**src/source/isa_pkg.sv**
```systemverilog
`default_nettype none

package isa_pkg;

    typedef logic [4:0] reg_addr_t;

    // major opcodes handled by the decoder
    typedef enum logic [6:0] {
        OPC_OP        = 7'b0110011,
        OPC_OP_IMM    = 7'b0010011,
        OPC_OP_32     = 7'b0111011,
        OPC_OP_IMM_32 = 7'b0011011,
        OPC_LOAD      = 7'b0000011,
        OPC_STORE     = 7'b0100011,
        OPC_BRANCH    = 7'b1100011,
        OPC_JAL       = 7'b1101111,
        OPC_JALR      = 7'b1100111,
        OPC_LUI       = 7'b0110111,
        OPC_AUIPC     = 7'b0010111,
        OPC_SYSTEM    = 7'b1110011
    } opcode_e;

    typedef struct packed {
        logic [6:0] funct7;
        reg_addr_t  rs2;
        reg_addr_t  rs1;
        logic [2:0] funct3;
        reg_addr_t  rd;
        opcode_e    opcode;
    } r_fmt_t;

    typedef struct packed {
        logic [6:0] imm_hi;
        reg_addr_t  rs2;
        reg_addr_t  rs1;
        logic [2:0] funct3;
        logic [4:0] imm_lo;  // overlays rd
        opcode_e    opcode;
    } s_fmt_t;

    typedef union packed {
        r_fmt_t r;
        s_fmt_t s;
    } inst_u;

    typedef enum logic [2:0] {
        IMM_NONE,
        IMM_I,
        IMM_I_SHIFT,
        IMM_S,
        IMM_B,
        IMM_U,
        IMM_J
    } imm_fmt_e;

    localparam logic [31:0] EBREAK_WORD = 32'h0010_0073;

    // arithmetic funct3
    localparam logic [2:0] F3_ADD_SUB = 3'b000;
    localparam logic [2:0] F3_SLL     = 3'b001;
    localparam logic [2:0] F3_SLT     = 3'b010;
    localparam logic [2:0] F3_SLTU    = 3'b011;
    localparam logic [2:0] F3_XOR     = 3'b100;
    localparam logic [2:0] F3_SRL_SRA = 3'b101;
    localparam logic [2:0] F3_OR      = 3'b110;
    localparam logic [2:0] F3_AND     = 3'b111;

    // branch funct3
    localparam logic [2:0] F3_BEQ  = 3'b000;
    localparam logic [2:0] F3_BNE  = 3'b001;
    localparam logic [2:0] F3_BLT  = 3'b100;
    localparam logic [2:0] F3_BGE  = 3'b101;
    localparam logic [2:0] F3_BLTU = 3'b110;
    localparam logic [2:0] F3_BGEU = 3'b111;

    localparam logic [6:0] F7_ZERO = 7'b0000000;
    localparam logic [6:0] F7_ALT  = 7'b0100000;  // sub / sra

endpackage

`default_nettype wire

```
**src/source/ctrl_pkg.sv**
```systemverilog
`default_nettype none

package ctrl_pkg;

    typedef enum logic [3:0] {
        ALU_ADD,
        ALU_SUB,
        ALU_SLL,
        ALU_SLT,
        ALU_SLTU,
        ALU_XOR,
        ALU_SRL,
        ALU_SRA,
        ALU_OR,
        ALU_AND,
        ALU_EQ,   // branch compares
        ALU_NE,
        ALU_LT,
        ALU_GE,
        ALU_LTU,
        ALU_GEU
    } alu_op_e;

    typedef enum logic [1:0] {
        SRC_REG,
        SRC_IMM,
        SRC_PC_FOUR,  // link value for jal / jalr
        SRC_PC_IMM
    } alu_src_e;

    typedef enum logic [1:0] {
        MEM_B,
        MEM_H,
        MEM_W,
        MEM_D
    } mem_size_e;

    typedef struct packed {
        isa_pkg::reg_addr_t rs1_addr;
        isa_pkg::reg_addr_t rs2_addr;
        isa_pkg::reg_addr_t rd_addr;
        logic               reg_wen;
        alu_op_e            alu_op;
        alu_src_e           alu_src;
        logic               word_op;
        logic               branch;
        logic               jump;
        logic               jalr;
        logic               mem_read;
        logic               mem_write;
        mem_size_e          mem_size;
        logic               mem_unsigned;
        logic               ebreak;
        logic               illegal;
    } ctrl_t;

endpackage

`default_nettype wire

```
**src/source/alu_ctrl_decode.sv**
```systemverilog
`timescale 1ns/1ps
`default_nettype none

module alu_ctrl_decode (
    input  isa_pkg::inst_u    inst,
    input  logic              use_funct,
    input  logic              is_word,
    input  logic              is_imm,
    output ctrl_pkg::alu_op_e alu_op,
    output logic              word_op,
    output logic              funct_illegal
);
    import isa_pkg::*;
    import ctrl_pkg::*;

    logic [2:0] funct3;
    logic [6:0] funct7;
    logic       wide_shift;  // 64-bit imm shift where bit 25 is shamt[5]
    logic       hi_zero;
    logic       hi_alt;
    logic       legal;

    assign funct3     = inst.r.funct3;
    assign funct7     = inst.r.funct7;
    assign wide_shift = is_imm && !is_word;

    always_comb begin
        if (wide_shift) begin
            hi_zero = (funct7[6:1] == 6'b000000);
            hi_alt  = (funct7[6:1] == 6'b010000);
        end else begin
            hi_zero = (funct7 == F7_ZERO);
            hi_alt  = (funct7 == F7_ALT);
        end
    end

    always_comb begin
        alu_op = ALU_ADD;
        legal  = 1'b0;
        case (funct3)
            F3_ADD_SUB: begin
                alu_op = (!is_imm && hi_alt) ? ALU_SUB : ALU_ADD;
                legal  = is_imm || hi_zero || hi_alt;  // addi ignores funct7
            end
            F3_SLL: begin
                alu_op = ALU_SLL;
                legal  = hi_zero;
            end
            F3_SRL_SRA: begin
                alu_op = hi_alt ? ALU_SRA : ALU_SRL;
                legal  = hi_zero || hi_alt;
            end
            F3_SLT: begin
                alu_op = ALU_SLT;
                legal  = !is_word && (is_imm || hi_zero);
            end
            F3_SLTU: begin
                alu_op = ALU_SLTU;
                legal  = !is_word && (is_imm || hi_zero);
            end
            F3_XOR: begin
                alu_op = ALU_XOR;
                legal  = !is_word && (is_imm || hi_zero);
            end
            F3_OR: begin
                alu_op = ALU_OR;
                legal  = !is_word && (is_imm || hi_zero);
            end
            F3_AND: begin
                alu_op = ALU_AND;
                legal  = !is_word && (is_imm || hi_zero);
            end
            default: begin
                legal = 1'b0;
            end
        endcase
    end

    assign funct_illegal = use_funct && !legal;
    assign word_op       = is_word;

endmodule

`default_nettype wire

```
**src/source/decode_stage.sv**
```systemverilog
`timescale 1ns/1ps
`default_nettype none

module decode_stage #(
    parameter int XLEN = 64
) (
    input  logic            clk,
    input  logic            rst_n,
    input  isa_pkg::inst_u  inst,
    input  logic            inst_valid,
    output logic            dec_valid,
    output ctrl_pkg::ctrl_t dec_ctrl,
    output logic [XLEN-1:0] dec_imm
);
    import isa_pkg::*;
    import ctrl_pkg::*;

    ctrl_t           part_ctrl;
    ctrl_t           next_ctrl;
    imm_fmt_e        imm_fmt;
    logic            use_funct;
    logic            is_word;
    logic            is_imm;
    logic            op_illegal;
    alu_op_e         funct_alu_op;
    logic            word_op;
    logic            funct_illegal;
    logic [XLEN-1:0] imm;

    opclass_decode u_opclass (
        .inst       (inst),
        .part_ctrl  (part_ctrl),
        .imm_fmt    (imm_fmt),
        .use_funct  (use_funct),
        .is_word    (is_word),
        .is_imm     (is_imm),
        .op_illegal (op_illegal)
    );

    alu_ctrl_decode u_alu_ctrl (
        .inst          (inst),
        .use_funct     (use_funct),
        .is_word       (is_word),
        .is_imm        (is_imm),
        .alu_op        (funct_alu_op),
        .word_op       (word_op),
        .funct_illegal (funct_illegal)
    );

    imm_gen #(.XLEN(XLEN)) u_imm_gen (
        .inst    (inst),
        .imm_fmt (imm_fmt),
        .imm     (imm)
    );

    always_comb begin
        next_ctrl = part_ctrl;
        if (use_funct) begin
            next_ctrl.alu_op = funct_alu_op;  // arithmetic groups only
        end
        next_ctrl.word_op = word_op;
        next_ctrl.illegal = op_illegal | funct_illegal;
        if (next_ctrl.illegal) begin
            // no side effects from a bad word
            next_ctrl.reg_wen   = 1'b0;
            next_ctrl.mem_read  = 1'b0;
            next_ctrl.mem_write = 1'b0;
            next_ctrl.branch    = 1'b0;
            next_ctrl.jump      = 1'b0;
        end
    end

    always_ff @(posedge clk) begin
        if (!rst_n) begin
            dec_valid <= 1'b0;
            dec_ctrl  <= '0;
        end else begin
            dec_valid <= inst_valid;
            if (inst_valid) begin
                dec_ctrl <= next_ctrl;
            end
        end
    end

    always_ff @(posedge clk) begin
        if (inst_valid) begin
            dec_imm <= imm;  // holds otherwise
        end
    end

endmodule

`default_nettype wire

```
**src/source/imm_gen.sv**
```systemverilog
`timescale 1ns/1ps
`default_nettype none

module imm_gen #(
    parameter int XLEN = 64
) (
    input  isa_pkg::inst_u    inst,
    input  isa_pkg::imm_fmt_e imm_fmt,
    output logic [XLEN-1:0]   imm
);
    import isa_pkg::*;

    logic [31:0] w;
    logic [31:0] imm32;

    assign w = inst;

    always_comb begin
        case (imm_fmt)
            IMM_I:       imm32 = {{20{w[31]}}, w[31:20]};
            IMM_I_SHIFT: imm32 = {26'b0, w[25:20]};  // shamt
            IMM_S:       imm32 = {{20{w[31]}}, inst.s.imm_hi, inst.s.imm_lo};
            IMM_B:       imm32 = {{20{w[31]}}, w[7], w[30:25], w[11:8], 1'b0};
            IMM_U:       imm32 = {w[31:12], 12'b0};
            IMM_J:       imm32 = {{12{w[31]}}, w[19:12], w[20], w[30:21], 1'b0};
            default:     imm32 = 32'b0;
        endcase
    end

    // sign taken from bit 31
    assign imm = XLEN'($signed(imm32));

endmodule

`default_nettype wire

```
**src/source/opclass_decode.sv**
```systemverilog
`timescale 1ns/1ps
`default_nettype none

module opclass_decode (
    input  isa_pkg::inst_u    inst,
    output ctrl_pkg::ctrl_t   part_ctrl,
    output isa_pkg::imm_fmt_e imm_fmt,
    output logic              use_funct,
    output logic              is_word,
    output logic              is_imm,
    output logic              op_illegal
);
    import isa_pkg::*;
    import ctrl_pkg::*;

    logic [2:0] funct3;

    assign funct3 = inst.r.funct3;

    always_comb begin
        part_ctrl         = '0;
        part_ctrl.alu_op  = ALU_ADD;  // address and link arithmetic
        part_ctrl.alu_src = SRC_REG;
        imm_fmt           = IMM_NONE;
        use_funct         = 1'b0;
        is_word           = 1'b0;
        is_imm            = 1'b0;
        op_illegal        = 1'b0;

        case (inst.r.opcode)
            OPC_OP, OPC_OP_32: begin
                part_ctrl.rs1_addr = inst.r.rs1;
                part_ctrl.rs2_addr = inst.r.rs2;
                part_ctrl.rd_addr  = inst.r.rd;
                part_ctrl.reg_wen  = 1'b1;
                use_funct          = 1'b1;
                is_word            = (inst.r.opcode == OPC_OP_32);
            end
            OPC_OP_IMM, OPC_OP_IMM_32: begin
                part_ctrl.rs1_addr = inst.r.rs1;
                part_ctrl.rd_addr  = inst.r.rd;
                part_ctrl.reg_wen  = 1'b1;
                part_ctrl.alu_src  = SRC_IMM;
                use_funct          = 1'b1;
                is_imm             = 1'b1;
                is_word            = (inst.r.opcode == OPC_OP_IMM_32);
                if (funct3 == F3_SLL || funct3 == F3_SRL_SRA) begin
                    imm_fmt = IMM_I_SHIFT;
                end else begin
                    imm_fmt = IMM_I;
                end
            end
            OPC_LOAD: begin
                part_ctrl.rs1_addr     = inst.r.rs1;
                part_ctrl.rd_addr      = inst.r.rd;
                part_ctrl.reg_wen      = 1'b1;
                part_ctrl.alu_src      = SRC_IMM;
                part_ctrl.mem_read     = 1'b1;
                part_ctrl.mem_size     = mem_size_e'(funct3[1:0]);
                part_ctrl.mem_unsigned = funct3[2];
                imm_fmt                = IMM_I;
                op_illegal             = (funct3 == 3'b111);  // no ldu
            end
            OPC_STORE: begin
                part_ctrl.rs1_addr  = inst.s.rs1;
                part_ctrl.rs2_addr  = inst.s.rs2;
                part_ctrl.alu_src   = SRC_IMM;
                part_ctrl.mem_write = 1'b1;
                part_ctrl.mem_size  = mem_size_e'(funct3[1:0]);
                imm_fmt             = IMM_S;
                op_illegal          = funct3[2];
            end
            OPC_BRANCH: begin
                part_ctrl.rs1_addr = inst.s.rs1;
                part_ctrl.rs2_addr = inst.s.rs2;
                part_ctrl.branch   = 1'b1;
                imm_fmt            = IMM_B;
                case (funct3)
                    F3_BEQ:  part_ctrl.alu_op = ALU_EQ;
                    F3_BNE:  part_ctrl.alu_op = ALU_NE;
                    F3_BLT:  part_ctrl.alu_op = ALU_LT;
                    F3_BGE:  part_ctrl.alu_op = ALU_GE;
                    F3_BLTU: part_ctrl.alu_op = ALU_LTU;
                    F3_BGEU: part_ctrl.alu_op = ALU_GEU;
                    default: op_illegal = 1'b1;  // 010, 011
                endcase
            end
            OPC_JAL: begin
                part_ctrl.rd_addr = inst.r.rd;
                part_ctrl.reg_wen = 1'b1;
                part_ctrl.jump    = 1'b1;
                part_ctrl.alu_src = SRC_PC_FOUR;
                imm_fmt           = IMM_J;
            end
            OPC_JALR: begin
                part_ctrl.rs1_addr = inst.r.rs1;
                part_ctrl.rd_addr  = inst.r.rd;
                part_ctrl.reg_wen  = 1'b1;
                part_ctrl.jump     = 1'b1;
                part_ctrl.jalr     = 1'b1;
                part_ctrl.alu_src  = SRC_PC_FOUR;
                imm_fmt            = IMM_I;
                op_illegal         = (funct3 != 3'b000);
            end
            OPC_LUI: begin
                part_ctrl.rd_addr = inst.r.rd;  // x0 + imm
                part_ctrl.reg_wen = 1'b1;
                part_ctrl.alu_src = SRC_IMM;
                imm_fmt           = IMM_U;
            end
            OPC_AUIPC: begin
                part_ctrl.rd_addr = inst.r.rd;
                part_ctrl.reg_wen = 1'b1;
                part_ctrl.alu_src = SRC_PC_IMM;
                imm_fmt           = IMM_U;
            end
            OPC_SYSTEM: begin
                // only the exact ebreak word is supported
                part_ctrl.ebreak = (inst == EBREAK_WORD);
                op_illegal       = (inst != EBREAK_WORD);
            end
            default: begin
                op_illegal = 1'b1;
            end
        endcase
    end

endmodule

`default_nettype wire
```
**config.mk**
```make
export PLATFORM = sky130hd
export DESIGN_NAME = decode_stage
export DESIGN_NICKNAME = d
export VERILOG_FILES = /design/src/source/isa_pkg.sv /design/src/source/ctrl_pkg.sv /design/src/source/alu_ctrl_decode.sv /design/src/source/decode_stage.sv /design/src/source/imm_gen.sv /design/src/source/opclass_decode.sv
export SDC_FILE = /design/constraint.sdc
export NUM_CORES = 1
export LEC_CHECK = 0
export ABC_AREA = 1
export BUFFER_PORTS_ARGS = -buffer_cell sky130_fd_sc_hd__buf_2
export CAP_MARGIN = 20
export CORE_MARGIN = 2
export CORE_UTILIZATION = 35
export CTS_CLUSTER_DIAMETER = 200
export DETAILED_ROUTE_END_ITERATION = 10
export PLACE_DENSITY = 0.73
export SLEW_MARGIN = 20
export SYNTH_ARGS = -nofsm -noshare
export SYNTH_HDL_FRONTEND = slang
export SYNTH_SLANG_ARGS = --single-unit
```
**constraint.sdc**
```tcl
create_clock -name clk -period 1.38 [get_ports clk]
set_input_delay 0 -clock clk [delete_from_list [all_inputs] [get_ports clk]]
set_output_delay 0 -clock clk [all_outputs]
set_load 0.01 [all_outputs]
```
==> flow_summary.toml, run 1 <==
[yosys]
async_flop_share_pct = 0
synth_top_family_by_area = "simple AND/OR/NAND/NOR gates"
yosys_warnings = 0
synth-seq-cells = 66
yosysUniqueCellTypes = 28
syn-num-nets = 484
yosysMostFrequentCell = "nand2_1"
ys_top_cells_by_count = "nand2_1, inv_1, nor2_1"
synthSimpleGateAreaFrac_pct = 27.5
synth_cells = 449
ys.flop_type = "dfxtp_1"
synth_area_per_cell_um2 = 7.78
synth_compound_area_share_pct = 11.6
synth_mux_area_share_pct = 0
synth-seq-area-share_pct = 47.0
synth_top_area_share_pct = 27.5
yosys.area_share.xor_xnor_pct = 0
synth_edf_count = 32
syn_area_um2 = 3490
yosys.area_share.adder_pct = 0
synth_area_leaders = "edfxtp_1, dfxtp_1, nand2_1"
synth.largest_area_cell = "edfxtp_1"

[die]
num_rows = 36
dieArea_um2 = 10800
die_w_um = 104
ios = 133
initial_core_util_pct = 35.9
core_um2 = 9730
die_h_um = 104

[sta]
drv_slew = 0
worstMarginPinSlew_ns = 0.405
fin_crit_sh_pct = 90.3
clock_skew_ns = 0
timing.hold.ws_ns = 0.0192
min_period_ns = 1.25
setup_viol = 0
fmax_mhz = 802
hold_viol = 0
slew_headroom_pct = 72.8
rsz0062_at_grt = "no"

[critical_path]
crit_type = "input port to flip-flop"
cp-startpoint = "inst[1]"
reg2reg_from = "dec_ctrl[12]"
required_ns = 1.47
path_max_fanout = 11
critPathCaptureType = "flip-flop"
cp_data_arrival_time_ns = 1.34
worst_setup_path_start_kind = "input port"

[finish]
syn_to_final_growth_pct = 37.7
fillers = 976
fin_area_um2 = 4810
multi_input_area_um2 = 1390
nets = 655
diodes = 0
drive_above_1_share_pct = 37.1
seq_area_um2 = 1640

[grt]
grt_pass1_vias = 3323
gr-total-overflow = 0
antenna_found_initial = 0
grt_max_degree = 68
grt_pass1_wl_um = 16300
globalRouteTotalUtil_pct = 19.2

[detailed_routing]
drt_iter0_markers = 174
wirelength_um = 10300
drtAntennaViolNets = 0
drc = 0
first_pass_iters = 4
viasPerCell = 4.60
wl_per_cell_um = 13.6
vias = 3489

[placement]
gp_congestion = 0.923
portBuffers = 132
placed_cell_area_um2 = 4480
dp_hpwl_um = 7990

[pwr]
vdd_drop_max_uv = 396
total_power_mw = 4.27
p_leak_nw = 2.42
power_density_nw_per_um2 = 889

[status]
status = "completed"

[clocking]
cts_buffers = 9
clkSlewWorstSetupHoldPaths_ns = 0.07
h-tree-depth = 3
cts_buffer_depth = 2
cts_tree = "yes"
insertion_delay_ns = 0.36
cts_root_buf = "clkbuf_8"
clock-sinks = 66

[min_path]
hold_class = "input port to flip-flop"
min_from = "inst[10]"

[flow_run]
cap_violations = 0
cells in the final DEF (no fill, tap or decap), drive strengths merged:
cell,n
buf,190
nand2,119
nor2,54
inv,50
o21ai,34
dfxtp,34
a21oi,34
edfxtp,32
nand3,29
dlygate4sd3,11
clkbuf,10
nor3,5
clkinv,5
nand4,3
dlymetal6s4s,3
o211ai,2
a31oi,2
clkinvlp,2
o22ai,1
a211oi,1
nor3b,1
o311ai,1
o2111ai,1
o31ai,1
sequential cells by signal, summed over array words and instances (netlist names):
register,flops
dec_ctrl,33
dec_valid,1
dec_imm,32
path summary, 6_finish.rpt:
path,slack (ns),cells past startpoint,endpoint
worst max register to register,0.64,4,dec_ctrl[12]
worst min-delay path,0.02,3,dec_imm[3]
worst max-delay path,0.13,11,dec_imm[25]
worst min register to register,0.46,2,dec_ctrl[20]
cell type report:
| cell class | count | area share [%] |
|---|---|---|
| Sequential cell | 66 | 34.1 |
| Multi-Input combinational cell | 288 | 28.8 |
| Timing Repair Buffer | 204 | 26.3 |
| Inverter | 51 | 3.98 |
| Tap cell | 133 | 3.46 |
| Clock buffer | 10 | 2.65 |
| Clock inverter | 6 | 0.702 |
worst max-delay path, stage by stage:
cell and delay (ns):
buf_2 0.10, nand2_2 0.09, inv_1 0.08, nand3_1 0.14, a21oi_1 0.06, nor2_1 0.20, nand3_1 0.16, nand3_2 0.13
nand3_2 0.09, nand2_2 0.16, o21ai_0 0.13
cell families after synthesis:
family	Yosys count
and+or+nand+nor	211
AOI/OAI and AO/OA	77
buffers and inverters	95
DFF	66
layer usage:
metal / wire [µm] / up-vias / track usage (%)
met5: 0 / - / 0
met4: 165 / 0 / 7.53
met3: 687 / 9 / 5.20
met2: 5020 / 121 / 32.8
met1: 4450 / 1585 / 23.0
li1: - / 1774 / -
timing repair:
item	CTS	global route
buffers inserted	2	0
pin swaps	0	4
gates resized for setup	0	9
hold buffers	14	0
hold endpoints to repair	19	0
setup endpoints to repair	33	5
stage by stage:
step           TNS (ns)  setup WS, ns  util [%]  std cells
2_1_floorplan         0        0.0234         -        449
6_report              0         0.133      49.4        758
3_5_place_dp      -4.46        -0.192      46.1        729
4_1_cts               0        0.0254      49.3        761
3_3_place_gp      -2.26       -0.0985      46.1        729
5_1_grt               0        0.0261      49.4        758
where the power goes:
part           internal (mW)  switching (mW)
Combinational          0.300           0.429
Clock                  0.634           0.736
Sequential              2.15          0.0297
Total                   3.08            1.20
Note: power is estimated with default switching activity, not from simulation.
==> inputs of run 2 (changes only) <==
--- a/config.mk
+++ b/config.mk
@@ -10,7 +10,6 @@
 export CAP_MARGIN = 20
 export CORE_MARGIN = 2
 export CORE_UTILIZATION = 35
-export CTS_CLUSTER_DIAMETER = 200
 export DETAILED_ROUTE_END_ITERATION = 10
 export PLACE_DENSITY = 0.73
 export SLEW_MARGIN = 20
==> constraint.sdc (replaced) <==
create_clock -name clk -period 1.1 [get_ports clk]
set_input_delay 0 -clock clk [delete_from_list [all_inputs] [get_ports clk]]
set_output_delay 0 -clock clk [all_outputs]
set_load 0.01 [all_outputs]
==> run 2 against run 1 <==
Non-clock buffer count rose by 33; critical path depth fell by 9; flip-flop and latch count did not move; combinational power rose by 45%; sequential power rose by 25%; final cell count rose by 4.5%; design area rose by 13%; total power rose by 44%; register-to-register slack got worse by 0.25 ns; worst hold slack improved by 0.016 ns.
==> flow_summary.toml, run 2 (synthesis results as in run 1) <==
[status]
status = "completed"

[critical_path]
critPathCaptureType = "output pin"
crit_type = "flip-flop to output pin"
required_ns = 1.10
reg2reg_from = "dec_ctrl[12]"
max_stage_delay_ns = 0.41
cp_data_arrival_time_ns = 1.09
r2r_slack_ns = 0.39
rr_endpoint = "dec_ctrl[12]"
cp.buffers_inverters = 2
cp-startpoint = "dec_imm[31]"
worst_setup_path_start_kind = "flip-flop"
crit_chain = "buf_6, buf_2"
crit_family = "flip-flops"
slowest_stage = "edfxtp_1"
path_max_fanout = 33
worst_r2r_path_depth = 4

[pwr]
p_leak_nw = 2.72
netSwitchingPower_mw = 1.55
vdd_drop_max_uv = 474
power_density_nw_per_um2 = 1140
seqPwrFrac_pct = 44.3
total_power_mw = 6.16
power_frac_comb_pct = 17.2
clkPwrFrac_pct = 38.5
swShare_pct = 25.2
p_int_mw = 4.61

[die]
ios = 133
initial_core_util_pct = 35.9
die_w_um = 104
num_rows = 36
die_h_um = 104
dieArea_um2 = 10800
core_um2 = 9730

[finish]
reg.largest.list = "dec_ctrl: 33 flops, dec_imm: 32 flops, dec_valid: 1 flops"
drive_above_1_share_pct = 49.0
nets = 689
regMostFlops = "dec_ctrl"
mostFrequentLayoutCells = "buf_2, nand2_1, buf_4"
diodes = 0
syn_to_final_growth_pct = 55.3
fin_util_pct = 55.7
largest_register_ffs = 33
layout_commonest_cell = "buf_2"

[sta]
hold_viol = 0
fmax_mhz = 920
slew_headroom_pct = 70.3
min_period_ns = 1.09
drv_slew = 0
setup_viol = 0
rsz0062_at_grt = "yes"
clock_skew_ns = 0
worst_slack_ns = 0.0135
fin_crit_sh_pct = 98.8
worstMarginPinSlew_ns = 0.445

[detailed_routing]
viasPerCell = 4.66
drtAntennaViolNets = 0
vias = 3693
wirelength_um = 10700
drt_iter0_markers = 234
first_pass_iters = 5
wl_per_cell_um = 13.5
drc = 0

[grt]
grt_pass1_vias = 3557
grt_max_degree = 68
antenna_found_initial = 0
globalRouteTotalUtil_pct = 20.0
grt_pass1_wl_um = 17200
gr-total-overflow = 0

[min_path]
min_to = "dec_ctrl[26]"
hold_class = "input port to flip-flop"
min_from = "inst[23]"
min_path_cells = 4

[clocking]
cts_tree = "yes"
insertion_delay_ns = 0.34
clock-sinks = 66
clkSlewWorstSetupHoldPaths_ns = 0.07
cts_buffer_depth = 2
h-tree-depth = 3
cts_buffers = 9
cts_root_buf = "clkbuf_8"

[placement]
portBuffers = 132
gp_congestion = 0.865
preCtsSetupSlack_ns = -0.447
dp_hpwl_um = 8430

[flow_run]
cap_violations = 0
[run 2: metrics by stage]
stage	hold slack, ns	instance area (µm²)	std cells	setup TNS (ns)
final	0.0351	5420	792	0
after CTS	0.0202	5100	783	0
after global routing	0.0307	5420	792	-0.611
after detailed placement	0.308	4820	766	-17.35
after global placement	0.282	4820	766	-16.10
after floorplan	0.112	3540	449	-1.39
[run 2: routing by layer]
| layer | routed length [µm] | global-route usage, % |
|---|---|---|
| met5 | 0 | 0 |
| met2 | 5400 | 34.8 |
| met4 | 109 | 6.18 |
| met1 | 4550 | 24.7 |
| met3 | 666 | 4.20 |
[run 2: power by group through the flow]
stage | Combinational [mW] | Sequential, mW | Clock, mW
global placement | 0.967 | 2.78 | 0
detailed placement | 0.977 | 2.78 | 0
global route | 1.15 | 2.74 | 2.51
floorplan | 0.416 | 2.86 | 0
CTS | 0.989 | 2.73 | 2.43
finish | 1.06 | 2.73 | 2.37
[run 2: cell type report]
type | instances | area [µm²]
fill | 926 | 4310
sequential | 66 | 1640
multi-input combinational | 289 | 1620
timing repair buffer | 237 | 1540
inverter | 51 | 216
clock buffer | 14 | 205
tap | 133 | 166
clock inverter | 2 | 38.8
[run 2: worst max path at each step]
| stage | end | slack (ns) | depth (start not counted) |
|---|---|---|---|
| 2_1_floorplan | dec_imm[21] | -0.11 | 11 |
| 5_1_grt | dec_imm[1] | -0.03 | 12 |
| 4_1_cts | dec_imm[56] | 0.001 | 2 |
| 3_5_place_dp | dec_ctrl[8] | -0.45 | 12 |
| 6_report | dec_imm[46] | 0.01 | 2 |
| 3_3_place_gp | dec_ctrl[5] | -0.41 | 12 |
[run 2: worst min-delay path, delay by kind of cell]
kind / cells / cell delay [ns]
buf+inv: 2 / 0.18
compound gates: 1 / 0.11
simple gates: 1 / 0.05
[run 2: what timing repair did]
action / in CTS / in global routing
hold buffers: 1 / 0
setup buffers: 0 / 8
resized for setup: 5 / 72
cloned: 0 / 1
endpoints found under the hold margin: 1 / 0
pin swaps: 1 / 27
setup endpoints to repair: 50 / 76
==> inputs of run 3 (changes only) <==
--- a/config.mk
+++ b/config.mk
@@ -8,6 +8,7 @@
 export ABC_AREA = 1
 export BUFFER_PORTS_ARGS = -buffer_cell sky130_fd_sc_hd__buf_2
 export CAP_MARGIN = 20
+export CORE_ASPECT_RATIO = 0.7
 export CORE_MARGIN = 2
 export CORE_UTILIZATION = 35
 export DETAILED_ROUTE_END_ITERATION = 10
==> run 3 against run 2 <==
Final cell count fell by 2.3%; flip-flop and latch count did not move; global-route usage rose by 0.51 points; core utilization barely moved; worst hold slack improved by 0.010 ns; largest cell class unchanged; largest power group is now clock.
==> flow_summary.toml, run 3 (synthesis results as in run 1) <==
[status]
status = "completed"

[detailed_routing]
vias = 3694
wirelength_um = 11300
drt_iter0_markers = 292
drtAntennaViolNets = 0
wl_per_cell_um = 14.6
drc = 0
first_pass_iters = 5
viasPerCell = 4.77

[finish]
layout_commonest_cell = "buf_2"
largest_register_ffs = 33
syn_to_final_growth_pct = 54.5
diodes = 0
fin_util_pct = 55.7
nets = 676
fin_area_um2 = 5400
mostFrequentLayoutCells = "buf_2, nand2_1, buf_4"
reg.largest.list = "dec_ctrl: 33 flops, dec_imm: 32 flops, dec_valid: 1 flops"
fillers = 904
regMostFlops = "dec_ctrl"
drive_above_1_share_pct = 47.8
layout.cells.non_filler = 774

[die]
initial_core_util_pct = 36.1
ios = 133
dieArea_um2 = 10800
num_rows = 30
die_h_um = 87.6
die_w_um = 123
core_um2 = 9680

[critical_path]
path_max_fanout = 5
crit_chain = "buf_6, nor2_4, nand2_4, nor2_4, nand3_2, nand2_1, nor2_2, nand3_4, buf_6, nand2_2, inv_4, o22ai_2"
path_depth = 12
crit_type = "input port to flip-flop"
cp.buffers_inverters = 3
cp_data_arrival_time_ns = 1.16
slowest_stage = "nor2_4"
crit_family = "simple AND/OR/NAND/NOR gates"
required_ns = 1.18
critPathCaptureType = "flip-flop"
worst_r2r_path_depth = 4
max_stage_delay_ns = 0.16
worst_setup_path_start_kind = "input port"

[grt]
grt_max_degree = 68
gr-total-overflow = 0
grt_pass1_wl_um = 16700
globalRouteTotalUtil_pct = 20.5
grt_pass1_vias = 3380
antenna_found_initial = 0

[clocking]
insertion_delay_ns = 0.33
cts_root_buf = "clkbuf_16"
clkSlewWorstSetupHoldPaths_ns = 0.06
cts_buffer_depth = 2
cts_tree = "yes"
clock-sinks = 66
cts_buffers = 9
h-tree-depth = 3

[sta]
worstMarginPinSlew_ns = 0.340
setup_viol = 0
fin_crit_sh_pct = 97.6
hold_viol = 0
clock_skew_ns = 0
setup_tns_ns = 0
min_period_ns = 1.07
drv_slew = 0
slew_headroom_pct = 77.1
fmax_mhz = 932
rsz0062_at_grt = "yes"

[flow_run]
cap_violations = 0

[pwr]
total_power_mw = 7.15
power_density_nw_per_um2 = 1320
vdd_drop_max_uv = 679
p_leak_nw = 2.67

[placement]
portBuffers = 132
placed_cell_area_um2 = 4690
gp_congestion = 0.911
dp_cells = 745
dp_hpwl_um = 8450

[min_path]
hold_class = "input port to flip-flop"
min_path_cells = 4
run 3: changes by cell type in the layout (fill, tap and decap cells not counted), moves of 3 or more:
cell       previous run  this run
a21oi_1              27        30
buf_4                98        87
clkbuf_8             11         0
o21ai_1               4         9
a21oi_2               7         3
clkbuf_16             2         9
o21ai_0              26        22
run 3: area by class of cell:
cell class | instances | area (µm²) | share of cell area, %
clock inverters | 7 | 126 | 2.34
inverters | 51 | 211 | 3.92
repair buffers | 224 | 1420 | 26.3
multi-input cells | 289 | 1610 | 29.9
clock buffers | 9 | 225 | 4.17
flip-flops and latches | 66 | 1640 | 30.4
well taps | 128 | 160 | 2.97
run 3: report_power, final:
| part | internal (mW) | leakage (nW) | total, mW | switching [mW] |
|---|---|---|---|---|
| clock network | 2.24 | 0.168 | 3.36 | 1.13 |
| logic | 0.438 | 1.93 | 1.05 | 0.612 |
| registers | 2.69 | 0.581 | 2.73 | 0.0391 |
run 3: worst paths after layout:
kind / from / endpoint / slack (ns)
hold / removal: rst_n / dec_ctrl[12] / 0.05
setup reg to reg: dec_ctrl[12] / dec_ctrl[12] / 0.36
hold reg to reg: dec_ctrl[9] / dec_ctrl[9] / 0.46
setup / recovery: inst[5] / dec_imm[4] / 0.03
run 3: routing by layer:
layer  share of wire, %  track usage [%]
met5                  0                0
met4               0.98             4.75
met3                8.9             5.14
met2                 44             30.7
met1                 46             29.8
run 3: tightest hold or removal path: cells and delay by family:
| family | cells | cell delay [ns] |
|---|---|---|
| buffers and inverters | 3 | 0.29 |
| AND/OR/NAND/NOR | 1 | 0.06 |
run 3: timing repair:
action	CTS	global route
gates cloned	0	1
gates resized for setup	4	74
endpoints found under the setup margin	48	75
hold buffers	3	0
hold endpoints to repair	3	0
setup buffers	2	7
pin swaps	1	30
run 3: per-stage QoR:
stage	setup WS, ns	hold WS, ns
after floorplan	-0.107	0.112
after global placement	-0.354	0.265
after detailed placement	-0.429	0.280
after CTS	0.00527	0.0378
after global routing	-0.0395	0.0749
final	0.0266	0.0451
